### src/include/csr_consts.svh
`ifndef CSR_CONSTS_SVH
`define CSR_CONSTS_SVH

`define CSR_NUM_W       14
`define CSR_DATA_W      32
`define ECODE_W         6
`define ESUB_W          9

`define CSR_CRMD        14'h000
`define CSR_PRMD        14'h001
`define CSR_ECFG        14'h004
`define CSR_ESTAT       14'h005
`define CSR_ERA         14'h006
`define CSR_BADV        14'h007
`define CSR_EENTRY      14'h00c
`define CSR_SAVE0       14'h030
`define CSR_SAVE1       14'h031
`define CSR_SAVE2       14'h032
`define CSR_SAVE3       14'h033
`define CSR_TCFG        14'h041
`define CSR_TVAL        14'h042
`define CSR_TICLR       14'h044

`define ECODE_ADE       6'h08
`define ECODE_ALE       6'h09
`define ESUB_ADEF       9'h000

`define INT_LINES       13
`define INT_TIMER_BIT   11
`define INT_IPI_BIT     12
`define ECFG_LIE_MASK   13'h1bff
`define EENTRY_LSB      6
`define CRMD_RESET      9'h008
`define TIMER_IDLE      32'hffffffff

`endif

### src/rtl/csr_pkg.sv
`include "csr_consts.svh"

package csr_pkg;

    // one software write request, fanned out to every group
    typedef struct packed {
        logic                   we;
        logic [`CSR_NUM_W-1:0]  num;
        logic [`CSR_DATA_W-1:0] wmask;
        logic [`CSR_DATA_W-1:0] wvalue;
    } csr_wr_t;

    // writeback exception event plus ertn strobe
    typedef struct packed {
        logic                   ex;
        logic                   ertn;
        logic [`ECODE_W-1:0]    ecode;
        logic [`ESUB_W-1:0]     esubcode;
        logic [`CSR_DATA_W-1:0] pc;
        logic [`CSR_DATA_W-1:0] vaddr;
    } exc_info_t;

    // same bit layout as the crmd register
    typedef struct packed {
        logic [1:0] datm;
        logic [1:0] datf;
        logic       pg;
        logic       da;
        logic       ie;
        logic [1:0] plv;
    } crmd_t;

endpackage

### src/rtl/csr_exc_ctrl.sv
`timescale 1ns/10ps
`include "csr_consts.svh"

module csr_exc_ctrl
    import csr_pkg::*;
(
    input  logic                   clk,
    input  logic                   reset,
    input  csr_wr_t                wr,
    input  exc_info_t              exc,
    input  logic [`INT_LINES-1:0]  int_status,
    output logic [`CSR_DATA_W-1:0] rdata,
    output crmd_t                  crmd,
    output logic [`CSR_DATA_W-1:0] eentry
);

    localparam int CRMD_W = $bits(crmd_t);
    localparam int VA_W   = `CSR_DATA_W - `EENTRY_LSB;

    logic [1:0]             pplv_q;
    logic                   pie_q;
    logic [`ECODE_W-1:0]    ecode_q;
    logic [`ESUB_W-1:0]     esub_q;
    logic [`CSR_DATA_W-1:0] era_q;
    logic [`CSR_DATA_W-1:0] badv_q;
    logic [VA_W-1:0]        eentry_va_q;
    logic [`CSR_DATA_W-1:0] wdata;
    logic                   addr_err;
    logic                   badv_from_pc;

    // masked merge against the addressed register's old value
    always_comb
    begin
        case (wr.num)
            `CSR_CRMD:   wdata = {{(`CSR_DATA_W-CRMD_W){1'b0}}, crmd};
            `CSR_PRMD:   wdata = {29'b0, pie_q, pplv_q};
            `CSR_ERA:    wdata = era_q;
            `CSR_BADV:   wdata = badv_q;
            default:     wdata = eentry;
        endcase
        wdata = (wr.wmask & wr.wvalue) | (~wr.wmask & wdata);
    end

    assign addr_err     = (exc.ecode == `ECODE_ADE) || (exc.ecode == `ECODE_ALE);
    assign badv_from_pc = (exc.ecode == `ECODE_ADE) && (exc.esubcode == `ESUB_ADEF);

    always_ff @(posedge clk)
    begin
        if (reset)
        begin
            crmd        <= crmd_t'(`CRMD_RESET);
            pplv_q      <= '0;
            pie_q       <= 1'b0;
            ecode_q     <= '0;
            esub_q      <= '0;
            era_q       <= '0;
            badv_q      <= '0;
            eentry_va_q <= '0;
        end
        else
        begin
            // exception entry beats ertn, ertn beats a software write
            if (exc.ex)
            begin
                crmd.plv <= 2'b0;
                crmd.ie  <= 1'b0;
                pplv_q   <= crmd.plv;
                pie_q    <= crmd.ie;
                ecode_q  <= exc.ecode;
                esub_q   <= exc.esubcode;
                era_q    <= exc.pc;
            end
            else if (exc.ertn)
            begin
                crmd.plv <= pplv_q;
                crmd.ie  <= pie_q;
            end
            else if (wr.we && wr.num == `CSR_CRMD)
                crmd <= crmd_t'(wdata[CRMD_W-1:0]);

            if (!exc.ex && wr.we && wr.num == `CSR_PRMD)
                {pie_q, pplv_q} <= wdata[2:0];
            if (!exc.ex && wr.we && wr.num == `CSR_ERA)
                era_q <= wdata;

            // badv only for address errors
            if (exc.ex && addr_err)
                badv_q <= badv_from_pc ? exc.pc : exc.vaddr;
            else if (wr.we && wr.num == `CSR_BADV)
                badv_q <= wdata;

            if (wr.we && wr.num == `CSR_EENTRY)
                eentry_va_q <= wdata[`CSR_DATA_W-1:`EENTRY_LSB];
        end
    end

    assign eentry = {eentry_va_q, {`EENTRY_LSB{1'b0}}};

    always_comb
    begin
        case (wr.num)
            `CSR_CRMD:   rdata = {{(`CSR_DATA_W-CRMD_W){1'b0}}, crmd};
            `CSR_PRMD:   rdata = {29'b0, pie_q, pplv_q};
            `CSR_ESTAT:  rdata = {1'b0, esub_q, ecode_q, 3'b0, int_status[12:11], 1'b0,
                                  int_status[9:0]};
            `CSR_ERA:    rdata = era_q;
            `CSR_BADV:   rdata = badv_q;
            `CSR_EENTRY: rdata = eentry;
            default:     rdata = '0;
        endcase
    end

endmodule

### src/rtl/csr_int_ctrl.sv
`timescale 1ns/10ps
`include "csr_consts.svh"

module csr_int_ctrl
    import csr_pkg::*;
(
    input  logic                   clk,
    input  logic                   reset,
    input  csr_wr_t                wr,
    input  logic [7:0]             hw_int,
    input  logic                   ipi_int,
    input  logic                   timer_pending,
    input  crmd_t                  crmd,
    output logic [`CSR_DATA_W-1:0] rdata,
    output logic [`INT_LINES-1:0]  int_status,
    output logic                   has_int
);

    logic [`INT_LINES-1:0] lie_q;
    logic [1:0]            swi_q;
    logic [7:0]            hw_q;
    logic                  ipi_q;

    always_ff @(posedge clk)
    begin
        if (reset)
        begin
            lie_q <= '0;
            swi_q <= '0;
            hw_q  <= '0;
            ipi_q <= 1'b0;
        end
        else
        begin
            // lie bit 10 stays zero
            if (wr.we && wr.num == `CSR_ECFG)
                lie_q <= ((wr.wmask[`INT_LINES-1:0] & wr.wvalue[`INT_LINES-1:0])
                         | (~wr.wmask[`INT_LINES-1:0] & lie_q)) & `ECFG_LIE_MASK;
            if (wr.we && wr.num == `CSR_ESTAT)
                swi_q <= (wr.wmask[1:0] & wr.wvalue[1:0]) | (~wr.wmask[1:0] & swi_q);
            hw_q  <= hw_int;
            ipi_q <= ipi_int;
        end
    end

    always_comb
    begin
        int_status                 = '0;
        int_status[1:0]            = swi_q;
        int_status[9:2]            = hw_q;
        int_status[`INT_TIMER_BIT] = timer_pending;
        int_status[`INT_IPI_BIT]   = ipi_q;
    end

    assign has_int = (|(int_status[`INT_IPI_BIT-1:0] & lie_q[`INT_IPI_BIT-1:0])) && crmd.ie;
    assign rdata   = (wr.num == `CSR_ECFG) ? {{(`CSR_DATA_W-`INT_LINES){1'b0}}, lie_q} : '0;

endmodule

### src/rtl/csr_scratch.sv
`timescale 1ns/10ps
`include "csr_consts.svh"

module csr_scratch
    import csr_pkg::*;
(
    input  logic                   clk,
    input  logic                   reset,
    input  csr_wr_t                wr,
    output logic [`CSR_DATA_W-1:0] rdata
);

    logic [`CSR_DATA_W-1:0] save_q [4];
    logic                   hit;
    logic [1:0]             idx;

    // save0..save3 sit on consecutive numbers
    assign hit = (wr.num >= `CSR_SAVE0) && (wr.num <= `CSR_SAVE3);
    assign idx = 2'(wr.num - `CSR_SAVE0);

    always_ff @(posedge clk)
    begin
        if (reset)
        begin
            for (int i = 0; i < 4; i++)
                save_q[i] <= '0;
        end
        else if (wr.we && hit)
            save_q[idx] <= (wr.wmask & wr.wvalue) | (~wr.wmask & save_q[idx]);
    end

    assign rdata = hit ? save_q[idx] : '0;

endmodule

### src/rtl/csr_timer.sv
`timescale 1ns/10ps
`include "csr_consts.svh"

module csr_timer
    import csr_pkg::*;
(
    input  logic                   clk,
    input  logic                   reset,
    input  csr_wr_t                wr,
    output logic [`CSR_DATA_W-1:0] rdata,
    output logic                   timer_pending
);

    logic                   en_q;
    logic                   periodic_q;
    logic [29:0]            initval_q;
    logic [`CSR_DATA_W-1:0] cnt_q;
    logic [`CSR_DATA_W-1:0] tcfg;
    logic [`CSR_DATA_W-1:0] tcfg_next;
    logic                   tcfg_wr;
    logic                   ticlr_clr;
    logic                   cnt_zero;

    assign tcfg      = {initval_q, periodic_q, en_q};
    assign tcfg_next = (wr.wmask & wr.wvalue) | (~wr.wmask & tcfg);
    assign tcfg_wr   = wr.we && (wr.num == `CSR_TCFG);
    assign ticlr_clr = wr.we && (wr.num == `CSR_TICLR) && wr.wmask[0] && wr.wvalue[0];
    assign cnt_zero  = (cnt_q == '0);

    always_ff @(posedge clk)
    begin
        if (reset)
            {initval_q, periodic_q, en_q} <= '0;
        else if (tcfg_wr)
            {initval_q, periodic_q, en_q} <= tcfg_next;
    end

    // count is initval*4, idles at all ones
    always_ff @(posedge clk)
    begin
        if (reset)
            cnt_q <= `TIMER_IDLE;
        else if (tcfg_wr && tcfg_next[0])
            cnt_q <= {tcfg_next[`CSR_DATA_W-1:2], 2'b0};
        else if (en_q && cnt_q != `TIMER_IDLE)
        begin
            if (cnt_zero && periodic_q)
                cnt_q <= {initval_q, 2'b0};
            else
                cnt_q <= cnt_q - 1'b1;
        end
    end

    // expiry wins over a same-cycle clear
    always_ff @(posedge clk)
    begin
        if (reset)
            timer_pending <= 1'b0;
        else if (cnt_zero)
            timer_pending <= 1'b1;
        else if (ticlr_clr)
            timer_pending <= 1'b0;
    end

    always_comb
    begin
        case (wr.num)
            `CSR_TCFG: rdata = tcfg;
            `CSR_TVAL: rdata = cnt_q;
            default:   rdata = '0;
        endcase
    end

endmodule

### src/rtl/csr_unit.sv
`timescale 1ns/10ps
`include "csr_consts.svh"

module csr_unit
    import csr_pkg::*;
(
    input  logic                   clk,
    input  logic                   reset,
    input  logic                   csr_re,
    input  logic [`CSR_NUM_W-1:0]  csr_num,
    output logic [`CSR_DATA_W-1:0] csr_rvalue,
    input  logic                   csr_we,
    input  logic [`CSR_DATA_W-1:0] csr_wmask,
    input  logic [`CSR_DATA_W-1:0] csr_wvalue,
    input  logic                   wb_ex,
    input  logic [`ECODE_W-1:0]    wb_ecode,
    input  logic [`ESUB_W-1:0]     wb_esubcode,
    input  logic [`CSR_DATA_W-1:0] wb_pc,
    input  logic [`CSR_DATA_W-1:0] wb_vaddr,
    input  logic                   ertn_flush,
    input  logic [7:0]             hw_int_in,
    input  logic                   ipi_int_in,
    output logic                   has_int,
    output logic [`CSR_DATA_W-1:0] csr_eentry,
    output logic [`CSR_DATA_W-1:0] csr_crmd
);

    csr_wr_t                wr;
    exc_info_t              exc;
    crmd_t                  crmd;
    logic [`INT_LINES-1:0]  int_status;
    logic                   timer_pending;
    logic [`CSR_DATA_W-1:0] exc_rdata;
    logic [`CSR_DATA_W-1:0] int_rdata;
    logic [`CSR_DATA_W-1:0] tmr_rdata;
    logic [`CSR_DATA_W-1:0] scr_rdata;

    assign wr = '{we: csr_we, num: csr_num, wmask: csr_wmask, wvalue: csr_wvalue};
    assign exc = '{ex: wb_ex, ertn: ertn_flush, ecode: wb_ecode, esubcode: wb_esubcode,
                   pc: wb_pc, vaddr: wb_vaddr};

    csr_exc_ctrl exc_ctrl_i (
        .clk(clk), .reset(reset), .wr(wr), .exc(exc), .int_status(int_status),
        .rdata(exc_rdata), .crmd(crmd), .eentry(csr_eentry)
    );

    csr_int_ctrl int_ctrl_i (
        .clk(clk), .reset(reset), .wr(wr), .hw_int(hw_int_in), .ipi_int(ipi_int_in),
        .timer_pending(timer_pending), .crmd(crmd),
        .rdata(int_rdata), .int_status(int_status), .has_int(has_int)
    );

    csr_timer timer_i (
        .clk(clk), .reset(reset), .wr(wr), .rdata(tmr_rdata), .timer_pending(timer_pending)
    );

    csr_scratch scratch_i (.clk(clk), .reset(reset), .wr(wr), .rdata(scr_rdata));

    // groups return zero when not addressed
    assign csr_rvalue = csr_re ? (exc_rdata | int_rdata | tmr_rdata | scr_rdata) : '0;
    assign csr_crmd   = {{(`CSR_DATA_W-$bits(crmd_t)){1'b0}}, crmd};

endmodule

### config.mk
export PLATFORM = sky130hd
export DESIGN_NAME = csr_unit
export DESIGN_NICKNAME = d
export VERILOG_FILES = /design/src/rtl/csr_pkg.sv /design/src/rtl/csr_exc_ctrl.sv /design/src/rtl/csr_int_ctrl.sv /design/src/rtl/csr_scratch.sv /design/src/rtl/csr_timer.sv /design/src/rtl/csr_unit.sv
export VERILOG_INCLUDE_DIRS = /design/src /design/src/include
export SDC_FILE = /design/constraint.sdc
export NUM_CORES = 1
export LEC_CHECK = 0
export ABC_AREA = 1
export BUFFER_PORTS_ARGS = -buffer_cell sky130_fd_sc_hd__buf_4
export CELL_PAD_IN_SITES_DETAIL_PLACEMENT = 1
export CELL_PAD_IN_SITES_GLOBAL_PLACEMENT = 2
export CORE_MARGIN = 5
export CORE_UTILIZATION = 35
export DETAILED_ROUTE_END_ITERATION = 10
export GPL_TIMING_DRIVEN = 1
export PLACE_DENSITY_LB_ADDON = 0.3
export SLEW_MARGIN = 5
export SYNTH_ARGS = -nofsm -noshare
export SYNTH_HDL_FRONTEND = slang
export SYNTH_SLANG_ARGS = --single-unit
export TNS_END_PERCENT = 5
### constraint.sdc
create_clock -name clk -period 5.9 [get_ports clk]
set_clock_uncertainty 0.05 [all_clocks]
set_input_delay 0.295 -clock clk [delete_from_list [all_inputs] [get_ports clk]]
set_output_delay 0.295 -clock clk [all_outputs]
set_load 0.005 [all_outputs]
Word level (Yosys, flattened, before mapping) --
Memory sizes are Yosys's and may differ from the RTL's. Index checks and enable logic that the tools add are counted.
Storage, ports and cells: word-level logic and storage cells 126, RAM bits 128, input port bits 172, bits in registers 205, output and inout bits 97, memories kept 1
Operators by class: multiplexer cells 30, equality and inequality tests 12, order comparisons 2, bitwise logic cells 22, reductions and logical operators 35, add/sub/neg operators 2
Memory list:
- scratch_i.save_q | words 4, bits a word 32, rd ports 1, clocked after memory_dff 0, write ports 4, line csr_scratch.sv:13 | logic [`CSR_DATA_W-1:0] save_q [4];
Operators by type and width (count):
- 32-bit 2-to-1 mux | 11
- 32-bit bitwise OR | 6
- 32-bit one-hot mux with 6 select lines | 1
- 32-bit AND | 4
- 32-bit one-hot mux with 4 select lines | 1
- 32-bit one-hot mux with 2 select lines | 1
- 14-bit by 3-bit == test with 1-bit output (second input constant) | 4
- 14-bit by 7-bit == test with 1-bit output (second input constant) | 3
- 32-bit logical NOT | 1
- 32-bit inequality test (second input constant) | 1
- 32-bit inverter | 1
- 32-bit OR reduction | 1
- 32-bit by 1-bit subtractor with 32-bit output (second input constant) | 1
- 13-bit AND | 2
- 1-bit logical AND | 20
- 14-bit by 1-bit == test with 1-bit output (second input constant) | 1
- 14-bit by 4-bit == test with 1-bit output (second input constant) | 1
- 14-bit by 6-bit >= comparator with 1-bit output (second input constant) | 1
- 14-bit by 6-bit less-or-equal comparator with 1-bit output (second input constant) | 1
- 14-bit logical NOT | 1
- 13-bit 2-to-1 mux | 1
- 13-bit inverter | 1
- 13-bit bitwise OR | 1
- 12-bit AND | 1
- 16 further kinds | 36

Depth between registers and ports, before layout --
depth after elaboration 8, mapped depth 15, mapped depth without buffers 14

Hierarchy --
A second synthesis with hierarchy kept.
Unflattened totals: cells, all modules 3091, area total of the unflattened synthesis 21134.0 um2
By module, submodules not included:
- csr_exc_ctrl | seq. area each 2342.2 um2, cells an instance 1205, area each 7557.2 um2, instances 1
- csr_scratch | seq. area each 3843.7 um2, cells an instance 703, area each 6637.6 um2, instances 1
- csr_timer | seq. area each 1301.2 um2, cells an instance 856, area each 4859.7 um2, instances 1
- csr_int_ctrl | seq. area each 460.4 um2, cells an instance 203, area each 1352.5 um2, instances 1
- csr_unit | seq. area each 0.0 um2, cells an instance 124, area each 726.9 um2, instances 1

Worst setup path after synthesis --
OpenSTA, ideal clock, no wires.
path kind input port to flip-flop, from input csr_num[8], to memory scratch_i.save_q[0][0] (netlist name) (enable), data arrival time 3.403 ns, path slack 1.982 ns, stages 8, path buffers 1, required time 5.384 ns, cell sequence nor2_1 inv_2 nor2_8 buf_6 nand4_4 nor2_1 inv_2 o21ai_0
RTL lines:
- from (decl) | line csr_unit.sv:10 | input logic [`CSR_NUM_W-1:0] csr_num,
- to (decl) | line csr_scratch.sv:13

Worst setup path in the final report --
from input csr_num[0], to output csr_rvalue[24]
Between the ends: longest elaborated chain between the ends 6, elaborated cells between the ends (all ways) 20, those cells by class 1 x add/sub; 2 x order compare; 7 x eq/ne; 4 x mux; 3 x bitwise; 2 x reduce/logical; 1 x memory
RTL lines:
- parallel branches: the longest is 4 deep, another holds 14-bit by 6-bit >= comparator with 1-bit output
- 32-bit bitwise OR * | line csr_unit.sv:60 | assign csr_rvalue = csr_re ? (exc_rdata | int_rdata | tmr_rdata | scr_rdata) : '0;
- 32-bit 2-to-1 mux * | line csr_unit.sv:60
- to (decl) | line csr_unit.sv:11 | output logic [`CSR_DATA_W-1:0] csr_rvalue,
Mark *: on every way between the ends.

==> results_dict.tcl <==
set metrics [dict create \
    status "complete, no violations" \
    die_h_um 243.3 \
    busiest_layer "met2" \
    grt_pass1_vias 20680 \
    vias 20030 \
    layout_worst_path_cycle_share 0.5680 \
    start_util 0.3539 \
    critPathMaxStageDelay_ns 0.55 \
    wl_per_cell_um 24.37 \
    synth_area_leaders "dfxtp_1, edfxtp_1, nand2_1" \
    cts.clk_slew.worst_paths_ns 0.06 \
    drt_wl_total_um 88280 \
    multiInputGateArea_mm2 0.009080 \
    synth.cell_area_mm2 0.01904 \
    fin_crit_ns 3.351 \
    htreeDepth 2 \
    yosysWarnings 0 \
    ys.flop_type "dfxtp_1" \
    place_congestion 0.9313 \
    synth.top_cell.area_share 0.2155 \
    area_growth_pct 21.17 \
    cp_cell_sequence "buf_4 -> nand2_2 -> buf_4 -> inv_2 -> nand2_2 -> nor2_4 -> buf_4 -> nand2_2 -> inv_2 -> nand2_1 -> o21ai_0 -> a211oi_1 -> a21oi_1 -> buf_4" \
    antenna_found_initial 3 \
    clk_latency_ns 0.59 \
    synth_area_per_cell_um2 7.138 \
    drv_cap 0 \
    die_w_um 243.3 \
    total_power_mw 5.570 \
    hpwl_um 64960 \
    num_rows 85 \
    initialDrtViolationCount 1655 \
    fin_nets 3068 \
    drt-pass1-iter-count 5 \
    synth-edff-count 128 \
    synthCells 2668 \
    tritoncts "yes" \
    min_path_type "in -> reg" \
    drc 0 \
    tns_ns 0 \
    core_mm2 0.05381 \
    grt_pass1_wl_um 130900 \
    powerDensity_mw_per_mm2 241.4 \
    rsz0062_at_grt "no" \
    final_hold_viol_count 0 \
    worst_pin_slew_ns 1.130 \
    cts_made_buffers 42 \
    cts_sinks 333 \
    worstPathArrival_ns 3.01 \
    mostFrequentLayoutCell "nand2_1" \
    fillers 6708 \
    setup-violations-final 0 \
    worstSetupEndpointType "primary output" \
    cts-root-buf "clkbuf_16" \
    grt_max_degree 66 \
    synth-seq-cells 333 \
    yosysTopAreaCell "dfxtp_1" \
    max-vdd-ir-drop_v 0.0001680 \
    grt.overflow.total 0 \
    dieArea_mm2 0.05918 \
    ys_seq_area_frac 0.4173 \
    critPathMostFrequentCell "buf_4" \
    fmax_mhz 298.4 \
    final_cell_mix "nand2_1, inv_1, nor2_1" \
    avgViaCountPerCell 5.531 \
    cts_setup_buffers 0 \
    worstSetupStartpointType "input port" \
    groute.layer.met2.usage 0.4723 \
    async_flop_share 0 \
    portBuffers 239 \
    leakage_nw 10.15 \
    clock_path_buffers 3 \
    register_area_mm2 0.007948 \
    drtAntennaViolNets 0 \
    slew_viol_final 0 \
    synth_cell_types 50 \
    grtUsageTotal 0.2870 \
    worst-setup-path-type "in -> out" \
    grtUsageMet3 0.04702 \
    use_met1 0.3814 \
    cts_resized 0 \
    cp.required_ns 5.56 \
    slowest_stage "a211oi_1" \
    ios 269 \
    ctsHoldBuffers 53 \
    drive_gt1_frac 0.1552 \
    crit_fanout 33 \
    slew_headroom 0.2428 \
]
[Yosys cell counts, types with 2 or more instances]
cell,n
a211oi_1,26
a21oi_1,221
a21oi_2,3
a221oi_1,2
a22oi_1,2
a31oi_1,3
buf_1,9
buf_2,35
buf_4,43
buf_6,10
clkbuf_1,72
dfxtp_1,205
edfxtp_1,128
ha_1,3
inv_1,321
inv_2,13
nand2_1,561
nand2_2,28
nand2_4,5
nand3_1,148
nand3_2,20
nand3b_1,3
nand4_1,14
nor2_1,318
nor2_2,13
nor2_4,6
nor3_1,14
nor3_2,3
nor4_1,5
nor4_2,2
o211ai_1,28
o21ai_0,244
o21ai_1,18
o21ai_2,5
o21bai_1,3
o221ai_1,14
o22a_1,40
o22ai_1,55
or2_2,6
xor2_1,9
[stage by stage]
stage | hold slack (ns) | setup slack [ns] | util | instances | cell area [um^2]
floorplan | 0.3520 | 1.982 | - | 2696 | 19150
global placement | 0.3985 | 2.498 | 0.3939 | 3492 | 21200
detailed placement | 0.4053 | 2.421 | 0.3939 | 3492 | 21200
CTS | 0.0001062 | 2.600 | 0.4288 | 3621 | 23070
global route | 0.01451 | 2.436 | 0.4288 | 3621 | 23070
finish | 0.01986 | 2.549 | 0.4288 | 3622 | 23080
[flip-flops by register name, indices dropped and copies added (netlist names), 2 cells and up, named ones only]
signal                  cells
scratch_i.save_q          128
exc_ctrl_i.badv_q          32
exc_ctrl_i.era_q           32
timer_i.cnt_q              32
timer_i.initval_q          30
exc_ctrl_i.eentry_va_q     26
exc_ctrl_i.crmd             9
exc_ctrl_i.esub_q           9
int_ctrl_i.hw_q             8
exc_ctrl_i.ecode_q          6
exc_ctrl_i.pplv_q           2
[area by class of cell]
cell class	instances	area share
Sequential cell	333	0.3444
Clock inverter	21	0.008567
Antenna cell	1	0.0001084
Inverter	336	0.05476
Multi-Input combinational cell	1856	0.3935
Tap cell	696	0.03774
Timing Repair Buffer	324	0.1111
Clock buffer	55	0.04983
[layer usage]
layer	vias to the layer above	share of wire
li1	9230	-
met5	-	0.00027
met2	765	0.47
met1	9865	0.42
met4	4	0.040
met3	170	0.065
[worst max-delay path, delay by kind of cell]
family / cells / cell delay (ns)
AOI/OAI and AO/OA: 3 / 0.86
buffers and inverters: 6 / 1.26
and+or+nand+nor: 5 / 0.56
[kinds of logic after synthesis]
group | count (synthesis) | share of synthesized area
simple gates | 1149 | 0.2612
compound gates | 665 | 0.1991
buf+inv | 507 | 0.1157
flops | 333 | 0.4173
xor+xnor | 10 | 0.004599
fa+ha+maj | 3 | 0.001971
other cells | 1 | 0.0001969
[report_power, final]
part | internal [mW] | total (mW) | switching (mW)
clock | 1.47 | 2.58 | 1.11
sequential | 2.44 | 2.46 | 0.0253
combinational | 0.176 | 0.532 | 0.356
total | 4.08 | 5.57 | 1.49
[worst paths after layout]
kind / slack, ns / from / cells after the start / end
worst max register to register: 2.94 / timer_i.en_q / 9 / timer_i.cnt_q[9]
worst min-delay path: 0.02 / csr_wvalue[12] / 3 / flop
worst max-delay path: 2.55 / csr_num[0] / 14 / csr_rvalue[24]
worst min register to register: 0.42 / timer_i.initval_q[9] / 2 / timer_i.initval_q[9]
Power figures use the tool's default switching activity.
